`src/rtl/bomb_audio_pkg.sv`:
```
`default_nettype none

package bomb_audio_pkg;

  // countdown time fields
  typedef logic [2:0] min_t;
  // 0 to 5
  typedef logic [2:0] sec_ten_t;
  // 0 to 9
  typedef logic [3:0] sec_one_t;

  // apb bus widths
  typedef logic [7:0]  apb_addr_t;
  typedef logic [31:0] apb_data_t;

  // voice index in the order of the status busy bits
  typedef enum logic [1:0] {
    VOICE_TICK = 2'd0,
    VOICE_PZL  = 2'd1,
    VOICE_BOOM = 2'd2,
    VOICE_ERR  = 2'd3
  } voice_e;

  // per voice fsm
  typedef enum logic {
    IDLE = 1'b0,
    PLAY = 1'b1
  } voice_state_e;

  // register map
  // bit0 run, bit1 load (self clearing)
  localparam apb_addr_t ADDR_CTRL   = 8'h00;
  // load value on write, live count on read
  localparam apb_addr_t ADDR_TIME   = 8'h04;
  // bit0 error, bit1 module clear
  localparam apb_addr_t ADDR_EVENT  = 8'h08;
  // busy per voice and expired, read only
  localparam apb_addr_t ADDR_STATUS = 8'h0C;

endpackage

`default_nettype wire

```
`src/rtl/game_ctrl_if.sv`:
```
`timescale 1ns/1ps
`default_nettype none

interface game_ctrl_if;
  import bomb_audio_pkg::*;

  // host controls, all from the register block
  logic     load;
  min_t     load_min;
  sec_ten_t load_sec_ten;
  sec_one_t load_sec_one;
  logic     run;
  // one cycle event pulses
  logic     err_evt;
  logic     pzl_evt;

  // live countdown state
  min_t     cnt_min;
  sec_ten_t cnt_sec_ten;
  sec_one_t cnt_sec_one;
  logic     expired;
  // 1 Hz, 2 Hz and 4 Hz strobes
  logic     s_strobe;
  logic     s_strobe_fast;
  logic     s_strobe_faster;

  // voice activity, indexed by voice_e
  logic [3:0] busy;

  modport regs (
    output load, load_min, load_sec_ten, load_sec_one, run, err_evt, pzl_evt,
    input  cnt_min, cnt_sec_ten, cnt_sec_one, expired, busy
  );

  modport timer (
    input  load, load_min, load_sec_ten, load_sec_one, run,
    output cnt_min, cnt_sec_ten, cnt_sec_one, expired,
    output s_strobe, s_strobe_fast, s_strobe_faster
  );

  modport audio (
    input  cnt_min, cnt_sec_ten, cnt_sec_one, expired,
    input  s_strobe, s_strobe_fast, s_strobe_faster,
    input  err_evt, pzl_evt,
    output busy
  );

endinterface

`default_nettype wire

```
`src/rtl/game_apb_regs.sv`:
```
`timescale 1ns/1ps
`default_nettype none

module game_apb_regs (
  input  logic                      clk,
  input  logic                      nrst,
  input  logic                      psel,
  input  logic                      penable,
  input  logic                      pwrite,
  input  bomb_audio_pkg::apb_addr_t paddr,
  input  bomb_audio_pkg::apb_data_t pwdata,
  output bomb_audio_pkg::apb_data_t prdata,
  output logic                      pready,
  output logic                      pslverr,
  game_ctrl_if.regs                 ctl
);
  import bomb_audio_pkg::*;

  logic      access;
  logic      bad_addr;
  logic      wr_en;
  apb_data_t rdata;

  // second cycle of a transfer
  assign access = psel & penable;

  // misaligned, past the map, or a write to status
  assign bad_addr = (paddr[1:0] != 2'b00) || (paddr > ADDR_STATUS) ||
                    (pwrite && (paddr == ADDR_STATUS));

  // erroring writes are dropped
  assign wr_en = access & pwrite & ~bad_addr;

  // never any wait states
  assign pready  = 1'b1;
  assign pslverr = access & bad_addr;

  // read mux
  always_comb begin
    rdata = '0;
    case (paddr)
      ADDR_CTRL: begin
        // load always reads back as zero
        rdata[0] = ctl.run;
      end
      ADDR_TIME: begin
        rdata[3:0]  = ctl.cnt_sec_one;
        rdata[6:4]  = ctl.cnt_sec_ten;
        rdata[10:8] = ctl.cnt_min;
      end
      ADDR_STATUS: begin
        rdata[3:0] = ctl.busy;
        rdata[4]   = ctl.expired;
      end
      default: begin
        // event register reads as zero
        rdata = '0;
      end
    endcase
  end

  // data only during a good read access
  assign prdata = (access && !pwrite && !bad_addr) ? rdata : '0;

  always_ff @(posedge clk or negedge nrst) begin
    if (!nrst) begin
      ctl.run          <= 1'b0;
      ctl.load         <= 1'b0;
      ctl.err_evt      <= 1'b0;
      ctl.pzl_evt      <= 1'b0;
      ctl.load_min     <= '0;
      ctl.load_sec_ten <= '0;
      ctl.load_sec_one <= '0;
    end else begin
      // pulses drop after one cycle
      ctl.load    <= 1'b0;
      ctl.err_evt <= 1'b0;
      ctl.pzl_evt <= 1'b0;
      if (wr_en) begin
        case (paddr)
          ADDR_CTRL: begin
            ctl.run  <= pwdata[0];
            ctl.load <= pwdata[1];
          end
          ADDR_TIME: begin
            ctl.load_min     <= pwdata[10:8];
            ctl.load_sec_ten <= pwdata[6:4];
            ctl.load_sec_one <= pwdata[3:0];
            // a time write also preloads the counter
            ctl.load         <= 1'b1;
          end
          ADDR_EVENT: begin
            ctl.err_evt <= pwdata[0];
            ctl.pzl_evt <= pwdata[1];
          end
          default: begin
            ctl.load <= 1'b0;
          end
        endcase
      end
    end
  end

endmodule

`default_nettype wire

```
`src/rtl/countdown_timer.sv`:
```
`timescale 1ns/1ps
`default_nettype none

module countdown_timer #(
  parameter int TICKS_PER_SEC = 16
) (
  input  logic       clk,
  input  logic       nrst,
  game_ctrl_if.timer ctl
);
  import bomb_audio_pkg::*;

  localparam int PRE_W = $clog2(TICKS_PER_SEC);
  localparam int QTR   = TICKS_PER_SEC / 4;
  // last count of each quarter second
  localparam logic [PRE_W-1:0] PRE_Q1 = PRE_W'(QTR - 1);
  localparam logic [PRE_W-1:0] PRE_Q2 = PRE_W'(2 * QTR - 1);
  localparam logic [PRE_W-1:0] PRE_Q3 = PRE_W'(3 * QTR - 1);
  localparam logic [PRE_W-1:0] PRE_Q4 = PRE_W'(TICKS_PER_SEC - 1);

  logic [PRE_W-1:0] pre;
  logic             counting;
  logic             wrap;
  logic             at_zero;
  logic             at_last;
  min_t             nxt_min;
  sec_ten_t         nxt_sec_ten;
  sec_one_t         nxt_sec_one;

  // stops by itself once expired
  assign counting = ctl.run & ~ctl.expired;
  assign wrap     = counting && (pre == PRE_Q4);

  assign at_zero = (ctl.cnt_min == '0) && (ctl.cnt_sec_ten == '0) && (ctl.cnt_sec_one == '0);
  // one second left
  assign at_last = (ctl.cnt_min == '0) && (ctl.cnt_sec_ten == '0) &&
                   (ctl.cnt_sec_one == 4'd1);

  // base 60 borrow chain
  always_comb begin
    nxt_min     = ctl.cnt_min;
    nxt_sec_ten = ctl.cnt_sec_ten;
    nxt_sec_one = ctl.cnt_sec_one - 4'd1;
    if (ctl.cnt_sec_one == '0) begin
      nxt_sec_one = 4'd9;
      nxt_sec_ten = ctl.cnt_sec_ten - 3'd1;
      if (ctl.cnt_sec_ten == '0) begin
        nxt_sec_ten = 3'd5;
        nxt_min     = ctl.cnt_min - 3'd1;
      end
    end
  end

  always_ff @(posedge clk or negedge nrst) begin
    if (!nrst) begin
      pre                 <= '0;
      ctl.cnt_min         <= '0;
      ctl.cnt_sec_ten     <= '0;
      ctl.cnt_sec_one     <= '0;
      ctl.expired         <= 1'b0;
      ctl.s_strobe        <= 1'b0;
      ctl.s_strobe_fast   <= 1'b0;
      ctl.s_strobe_faster <= 1'b0;
    end else begin
      ctl.s_strobe        <= 1'b0;
      ctl.s_strobe_fast   <= 1'b0;
      ctl.s_strobe_faster <= 1'b0;
      if (ctl.load) begin
        pre             <= '0;
        ctl.expired     <= 1'b0;
        ctl.cnt_min     <= ctl.load_min;
        ctl.cnt_sec_ten <= ctl.load_sec_ten;
        ctl.cnt_sec_one <= ctl.load_sec_one;
      end else if (counting) begin
        pre <= wrap ? '0 : pre + 1'b1;
        if (wrap && (at_zero || at_last)) begin
          // time is up, no strobe from here on
          ctl.expired     <= 1'b1;
          ctl.cnt_min     <= '0;
          ctl.cnt_sec_ten <= '0;
          ctl.cnt_sec_one <= '0;
        end else begin
          if (wrap) begin
            ctl.cnt_min     <= nxt_min;
            ctl.cnt_sec_ten <= nxt_sec_ten;
            ctl.cnt_sec_one <= nxt_sec_one;
          end
          ctl.s_strobe        <= wrap;
          ctl.s_strobe_fast   <= wrap || (pre == PRE_Q2);
          ctl.s_strobe_faster <= wrap || (pre == PRE_Q1) || (pre == PRE_Q2) ||
                                 (pre == PRE_Q3);
        end
      end
    end
  end

endmodule

`default_nettype wire

```
`src/rtl/tone_voice.sv`:
```
`timescale 1ns/1ps
`default_nettype none

module tone_voice #(
  parameter int HALF_PERIOD = 4,
  parameter int TOGGLES     = 8
) (
  input  logic clk,
  input  logic nrst,
  input  logic trigger,
  output logic busy,
  output logic wave
);
  import bomb_audio_pkg::*;

  // one extra bit keeps a half period of 1 legal
  localparam int HP_W = $clog2(HALF_PERIOD + 1);
  localparam int TG_W = $clog2(TOGGLES + 1);
  localparam logic [HP_W-1:0] HP_LAST = HP_W'(HALF_PERIOD - 1);
  localparam logic [TG_W-1:0] TG_LAST = TG_W'(TOGGLES - 1);

  voice_state_e    state;
  voice_state_e    nxt_state;
  logic [HP_W-1:0] hp_cnt;
  logic [HP_W-1:0] nxt_hp_cnt;
  logic [TG_W-1:0] tg_cnt;
  logic [TG_W-1:0] nxt_tg_cnt;
  logic            nxt_wave;

  always_comb begin
    nxt_state  = state;
    nxt_hp_cnt = hp_cnt;
    nxt_tg_cnt = tg_cnt;
    nxt_wave   = wave;
    if (trigger) begin
      // restart from the top, even mid tone
      nxt_state  = PLAY;
      nxt_hp_cnt = '0;
      nxt_tg_cnt = '0;
      nxt_wave   = 1'b0;
    end else if (state == PLAY) begin
      if (hp_cnt == HP_LAST) begin
        // half period done
        nxt_hp_cnt = '0;
        nxt_wave   = ~wave;
        nxt_tg_cnt = tg_cnt + 1'b1;
        if (tg_cnt == TG_LAST) begin
          // even toggle count, so wave lands low
          nxt_state  = IDLE;
          nxt_tg_cnt = '0;
        end
      end else begin
        nxt_hp_cnt = hp_cnt + 1'b1;
      end
    end
  end

  always_ff @(posedge clk or negedge nrst) begin
    if (!nrst) begin
      state  <= IDLE;
      hp_cnt <= '0;
      tg_cnt <= '0;
      wave   <= 1'b0;
    end else begin
      state  <= nxt_state;
      hp_cnt <= nxt_hp_cnt;
      tg_cnt <= nxt_tg_cnt;
      wave   <= nxt_wave;
    end
  end

  assign busy = (state == PLAY);

endmodule

`default_nettype wire

```
`src/rtl/audio_sm.sv`:
```
`timescale 1ns/1ps
`default_nettype none

module audio_sm #(
  parameter int HP_ERR  = 48000,
  parameter int TG_ERR  = 126,
  parameter int HP_BOOM = 60000,
  parameter int TG_BOOM = 400,
  parameter int HP_PZL  = 20000,
  parameter int TG_PZL  = 100,
  parameter int HP_TICK = 15000,
  parameter int TG_TICK = 100
) (
  input  logic       clk,
  input  logic       nrst,
  game_ctrl_if.audio ctl,
  output logic       audio
);
  import bomb_audio_pkg::*;

  logic       tick_strobe;
  logic       expired_q;
  logic [3:0] trig;
  logic [3:0] v_busy;
  logic [3:0] v_wave;
  logic       nxt_audio;

  // tick rate goes up as time runs low
  always_comb begin
    if ((ctl.cnt_min == '0) && (ctl.cnt_sec_ten <= 3'd1)) begin
      // 0:19 and below
      tick_strobe = ctl.s_strobe_faster;
    end else if ((ctl.cnt_min == '0) && (ctl.cnt_sec_ten <= 3'd3)) begin
      // 0:39 and below
      tick_strobe = ctl.s_strobe_fast;
    end else begin
      tick_strobe = ctl.s_strobe;
    end
  end

  // trigger sources
  assign trig[VOICE_TICK] = tick_strobe;
  assign trig[VOICE_PZL]  = ctl.pzl_evt;
  // boom fires once on the expired edge
  assign trig[VOICE_BOOM] = ctl.expired & ~expired_q;
  assign trig[VOICE_ERR]  = ctl.err_evt;

  tone_voice #(.HALF_PERIOD(HP_TICK), .TOGGLES(TG_TICK)) u_tick (
    .clk     (clk),
    .nrst    (nrst),
    .trigger (trig[VOICE_TICK]),
    .busy    (v_busy[VOICE_TICK]),
    .wave    (v_wave[VOICE_TICK])
  );

  tone_voice #(.HALF_PERIOD(HP_PZL), .TOGGLES(TG_PZL)) u_pzl (
    .clk     (clk),
    .nrst    (nrst),
    .trigger (trig[VOICE_PZL]),
    .busy    (v_busy[VOICE_PZL]),
    .wave    (v_wave[VOICE_PZL])
  );

  tone_voice #(.HALF_PERIOD(HP_BOOM), .TOGGLES(TG_BOOM)) u_boom (
    .clk     (clk),
    .nrst    (nrst),
    .trigger (trig[VOICE_BOOM]),
    .busy    (v_busy[VOICE_BOOM]),
    .wave    (v_wave[VOICE_BOOM])
  );

  tone_voice #(.HALF_PERIOD(HP_ERR), .TOGGLES(TG_ERR)) u_err (
    .clk     (clk),
    .nrst    (nrst),
    .trigger (trig[VOICE_ERR]),
    .busy    (v_busy[VOICE_ERR]),
    .wave    (v_wave[VOICE_ERR])
  );

  // fixed priority: error, boom, puzzle, tick
  always_comb begin
    if (v_busy[VOICE_ERR]) begin
      nxt_audio = v_wave[VOICE_ERR];
    end else if (v_busy[VOICE_BOOM]) begin
      nxt_audio = v_wave[VOICE_BOOM];
    end else if (v_busy[VOICE_PZL]) begin
      nxt_audio = v_wave[VOICE_PZL];
    end else if (v_busy[VOICE_TICK]) begin
      nxt_audio = v_wave[VOICE_TICK];
    end else begin
      nxt_audio = 1'b0;
    end
  end

  // busy is registered with the pin so status matches what is heard
  always_ff @(posedge clk or negedge nrst) begin
    if (!nrst) begin
      audio     <= 1'b0;
      expired_q <= 1'b0;
      ctl.busy  <= '0;
    end else begin
      audio     <= nxt_audio;
      expired_q <= ctl.expired;
      ctl.busy  <= v_busy;
    end
  end

endmodule

`default_nettype wire

```
`src/rtl/bomb_audio_top.sv`:
```
`timescale 1ns/1ps
`default_nettype none

module bomb_audio_top #(
  // prescaler length, one second of clocks
  parameter int TICKS_PER_SEC = 10_000_000,
  // half periods in clocks, lengths in toggles
  parameter int HP_ERR        = 48000,
  parameter int TG_ERR        = 126,
  parameter int HP_BOOM       = 60000,
  parameter int TG_BOOM       = 400,
  parameter int HP_PZL        = 20000,
  parameter int TG_PZL        = 100,
  parameter int HP_TICK       = 15000,
  parameter int TG_TICK       = 100
) (
  input  logic                      clk,
  input  logic                      nrst,
  input  logic                      psel,
  input  logic                      penable,
  input  logic                      pwrite,
  input  bomb_audio_pkg::apb_addr_t paddr,
  input  bomb_audio_pkg::apb_data_t pwdata,
  output bomb_audio_pkg::apb_data_t prdata,
  output logic                      pready,
  output logic                      pslverr,
  output logic                      audio
);

  // control and status between the blocks
  game_ctrl_if u_ctl ();

  game_apb_regs u_regs (
    .clk     (clk),
    .nrst    (nrst),
    .psel    (psel),
    .penable (penable),
    .pwrite  (pwrite),
    .paddr   (paddr),
    .pwdata  (pwdata),
    .prdata  (prdata),
    .pready  (pready),
    .pslverr (pslverr),
    .ctl     (u_ctl)
  );

  countdown_timer #(.TICKS_PER_SEC(TICKS_PER_SEC)) u_timer (
    .clk  (clk),
    .nrst (nrst),
    .ctl  (u_ctl)
  );

  audio_sm #(
    .HP_ERR  (HP_ERR),
    .TG_ERR  (TG_ERR),
    .HP_BOOM (HP_BOOM),
    .TG_BOOM (TG_BOOM),
    .HP_PZL  (HP_PZL),
    .TG_PZL  (TG_PZL),
    .HP_TICK (HP_TICK),
    .TG_TICK (TG_TICK)
  ) u_audio (
    .clk   (clk),
    .nrst  (nrst),
    .ctl   (u_ctl),
    .audio (audio)
  );

endmodule

`default_nettype wire

```
`config.mk`:
```
export PLATFORM = sky130hd
export DESIGN_NAME = bomb_audio_top
export DESIGN_NICKNAME = d
export VERILOG_FILES = /design/src/rtl/bomb_audio_pkg.sv /design/src/rtl/game_ctrl_if.sv /design/src/rtl/game_apb_regs.sv /design/src/rtl/countdown_timer.sv /design/src/rtl/tone_voice.sv /design/src/rtl/audio_sm.sv /design/src/rtl/bomb_audio_top.sv
export SDC_FILE = /design/constraint.sdc
export NUM_CORES = 1
export LEC_CHECK = 0
export BUFFER_PORTS_ARGS = -buffer_cell sky130_fd_sc_hd__buf_2
export CORE_MARGIN = 5
export CORE_UTILIZATION = 50
export DETAILED_ROUTE_END_ITERATION = 7
export GPL_TIMING_DRIVEN = 1
export PLACE_DENSITY_LB_ADDON = 0.1
export SKIP_LAST_GASP = 1
export SLEW_MARGIN = 20
export SYNTH_ARGS = -nofsm -noshare
export SYNTH_HDL_FRONTEND = slang
export SYNTH_HIERARCHICAL = 1
export SYNTH_SLANG_ARGS = --single-unit
export TNS_END_PERCENT = 1
```
`constraint.sdc`:
```
create_clock -name clk -period 3.5 [get_ports clk]
set_input_delay 0.7 -clock clk [delete_from_list [all_inputs] [get_ports clk]]
set_output_delay 0.7 -clock clk [all_outputs]
set_load 0.02 [all_outputs]
```
==> flow_summary_export.csv <==
group,metric,value,unit
status,status,"completed",
clock_network,root_buffer,"clkbuf_16",
logic_synthesis,synth.distinct_cells,90,
clock_network,cts_setup_buffers,0,
timing,timing.fmax,377,MHz
detailed_routing,vias,6679,
clock_network,post_cts_resized,0,
place,place_congestion,0.801,
power_and_ir_drop,power_density,404,nW/um^2
floorplanning,num_io_pins,80,
worst_setup_path,arrival,1950,ps
detailed_routing,drt-total-wl,18.6,mm
timing,maxSlewViolCount,0,
job,cap_violations,0,
timing,finalSetupViolCount,0,
logic_synthesis,synth-seq-cells,157,
power_and_ir_drop,p_leak,4.16,nW
clock_network,cts_buffers,17,
worst_setup_path,crit_family,"simple AND/OR/NAND/NOR gates",
worst_setup_path,crit_buf_inv,3,
final_layout,area_growth,9.65,%
logic_synthesis,syn_area_per_cell,9.65,um^2
worst_setup_path,cp_slowest_cell,"nor2_1",
clock_network,clockBufferDepth,2,
floorplanning,die_w,143,um
global_routing,grt_max_degree,69,
detailed_routing,postRouteAntennaNets,0,
detailed_routing,wl_per_cell,15.7,um
worst_setup_path,critical_path_peak_fanout,7,
clock_network,clock_latency,420,ps
timing,skew,9.46,ps
global_routing,grt_pass1_wl,32.4,mm
timing,post-route-min-period,2650,ps
logic_synthesis,yosys.area.top_type_share,44.2,%
global_routing,grt_pass1_vias,6518,
timing,setup_tns,0,ps
place,dpl.hpwl,12.7,mm
logic_synthesis,yosysSeqAreaShare,44.2,%
detailed_routing,drtPass1Iterations,5,
logic_synthesis,yosysMostFrequentCell,"dfrtp_1",
timing,period_share,75.8,%
final_layout,antenna-diode-count,0,
detailed_routing,drc,0,
floorplanning,die-area,20500,um^2
detailed_routing,drtIter0Drc,393,
floorplanning,core_area,17400,um^2
logic_synthesis,yosys-top-cells-count,"157 x dfrtp_1, 117 x nor2_1, 68 x nand2_1",
worst_setup_path,end_kind,"primary output",
global_routing,antenna_found_initial,0,
worst_setup_path,startpoint_type,"input pin",
clock_network,cts_tree,"built",
clock_network,h-tree-depth,4,
worst_setup_path,path_common_cell,"buf_2",
floorplanning,initial_utilization,51.2,%
logic_synthesis,synth.cell_area,8880,um^2
final_layout,final_nets,1005,
timing,tightest_slew,928,ps
logic_synthesis,synth-async-reset-ratio,100,%
clock_network,cts_sinks,157,
timing,rsz0062_at_grt,"false",
logic_synthesis,syn_inst,921,
floorplanning,num_rows,48,
worst_setup_path,cp.required,2800,ps
worst_setup_path,cp_cell_sequence,"buf_2 > nor4_4 > buf_4 > nand3_1 > nor2_1 > buf_2",
power_and_ir_drop,ir_drop,0.350,mV
timing,finalHoldViolCount,0,
final_layout,layout-drive-gt1-share,13.1,%
power_and_ir_drop,p_total,3.94,mW
worst_setup_path,cpPeakStageDelay,270,ps
logic_synthesis,synth_edf_count,0,
clock_network,clk_pin_slew,60,ps
logic_synthesis,synth_ff_type,"dfrtp_1",
logic_synthesis,synth.area.top_cells,"dfrtp_1 44%, xnor2_1 5.2%, nor2_1 4.9%",
detailed_routing,viasPerCell,5.65,
place,io_buffer_count,34,
worst_setup_path,crit_type,"input pin to primary output",
global_routing,grt_overflow_total,0,
clock_network,postCtsHoldBufs,0,
logic_synthesis,yosys.area.top_type,"dfrtp_1",
logic_synthesis,ys_warn_count,6,
timing,relSlewSlack,37.9,%
floorplanning,die_h,143,um
min_path,hold_path_class,"input pin to async pin",
global_routing,grt_usage,19.5,%
where the power goes:
group / internal, mW / switching, mW / leakage, nW
clock: 1.22 / 0.726 / 0.298
combinational: 0.0398 / 0.0957 / 1.67
sequential: 1.83 / 0.0193 / 2.19
total: 3.10 / 0.841 / 4.16
metal layers:
| metal | share of wire [%] | global-route usage (%) | vias up | wire length [um] |
|---|---|---|---|---|
| met1 | 49 | 27.8 | 3227 | 9160 |
| met4 | 1.2 | 5.60 | 0 | 229 |
| met2 | 46 | 30.2 | 104 | 8580 |
| met3 | 3.2 | 4.29 | 20 | 594 |
| met5 | 0 | 0 | - | 0 |
| li1 | - | - | 3328 | - |
cell usage in the layout (no fill, tap or decap), types with 5 or more instances in the layout:
cell type,count
a21oi_1,41
and3_1,10
buf_2,33
buf_4,6
clkbuf_16,17
conb_1,23
dfrtp_1,157
ha_1,15
inv_1,28
mux2_2,12
mux2i_1,9
nand2_1,68
nand2b_1,15
nand3_1,39
nand3b_1,8
nand4_1,28
nand4b_1,8
nor2_1,117
nor3_1,22
nor3b_1,5
nor4_1,23
o211ai_1,10
o21ai_0,26
o31ai_1,9
or3_1,12
or4_1,17
xnor2_1,53
xor2_1,18
state kept, by name (all words and copies together) (netlist names), 4 cells and up:
signal and flops:
u_audio/u_pzl/hp_cnt 15, u_audio/u_boom/tg_cnt 9, u_regs/ctl.load_sec_one 4, u_timer/ctl.cnt_sec_one 4, u_audio/u_pzl/tg_cnt 7, u_audio/ctl.busy 4, u_audio/u_boom/hp_cnt 16, u_audio/u_err/tg_cnt 7
u_timer/pre 24, u_audio/u_err/hp_cnt 16, u_audio/u_tick/hp_cnt 14, u_audio/u_tick/tg_cnt 7
final timing paths:
check / start / end / slack [ps] / cells past startpoint
max: paddr[4] / prdata[2] / 850 / 6
min: nrst / u_timer/pre[14] / 270 / 1
max reg2reg: u_audio/u_err/hp_cnt[7] / u_audio/u_err/tg_cnt[5] / 990 / 4
min reg2reg: u_regs/ctl.load_min[0] / u_timer/ctl.cnt_min[0] / 480 / 2
max in group asynchronous: nrst / u_audio/u_tick/tg_cnt[2] / 2500 / 2
min in group clk: u_regs/ctl.load_min[0] / u_timer/ctl.cnt_min[0] / 480 / 2
kinds of logic after synthesis:
| logic type | Yosys count | synth area share (%) |
|---|---|---|
| XOR/XNOR | 71 | 7.00 |
| buffers and inverters | 85 | 5.32 |
| AND/OR/NAND/NOR | 438 | 28.5 |
| adder cells (fa/ha/maj) | 15 | 2.11 |
| multiplexers | 22 | 2.70 |
| AO/OA/AOI/OAI | 131 | 10.1 |
| flip-flops | 157 | 44.2 |
| other | 2 | 0.0845 |
stage by stage:
stage,hold slack (ps),setup slack [ps],instance area (um^2),utilization [%],cells
after detailed placement,474,820,9120,52.5,1151
final,267,845,9740,56.1,1182
after global routing,318,783,9740,56.1,1182
after CTS,294,820,9740,56.1,1182
after global placement,468,848,9120,52.5,1151
after floorplan,404,1070,8960,-,942
area by class of cell:
type	instances	area [um^2]
Timing Repair Buffer	41	241
Clock inverter	11	166
Sequential cell	157	3930
Inverter	28	105
Fill cell	1545	7610
Clock buffer	20	457
Multi-Input combinational cell	700	4560
Tap cell	225	282
No activity file was read; power rests on OpenSTA's default activity.
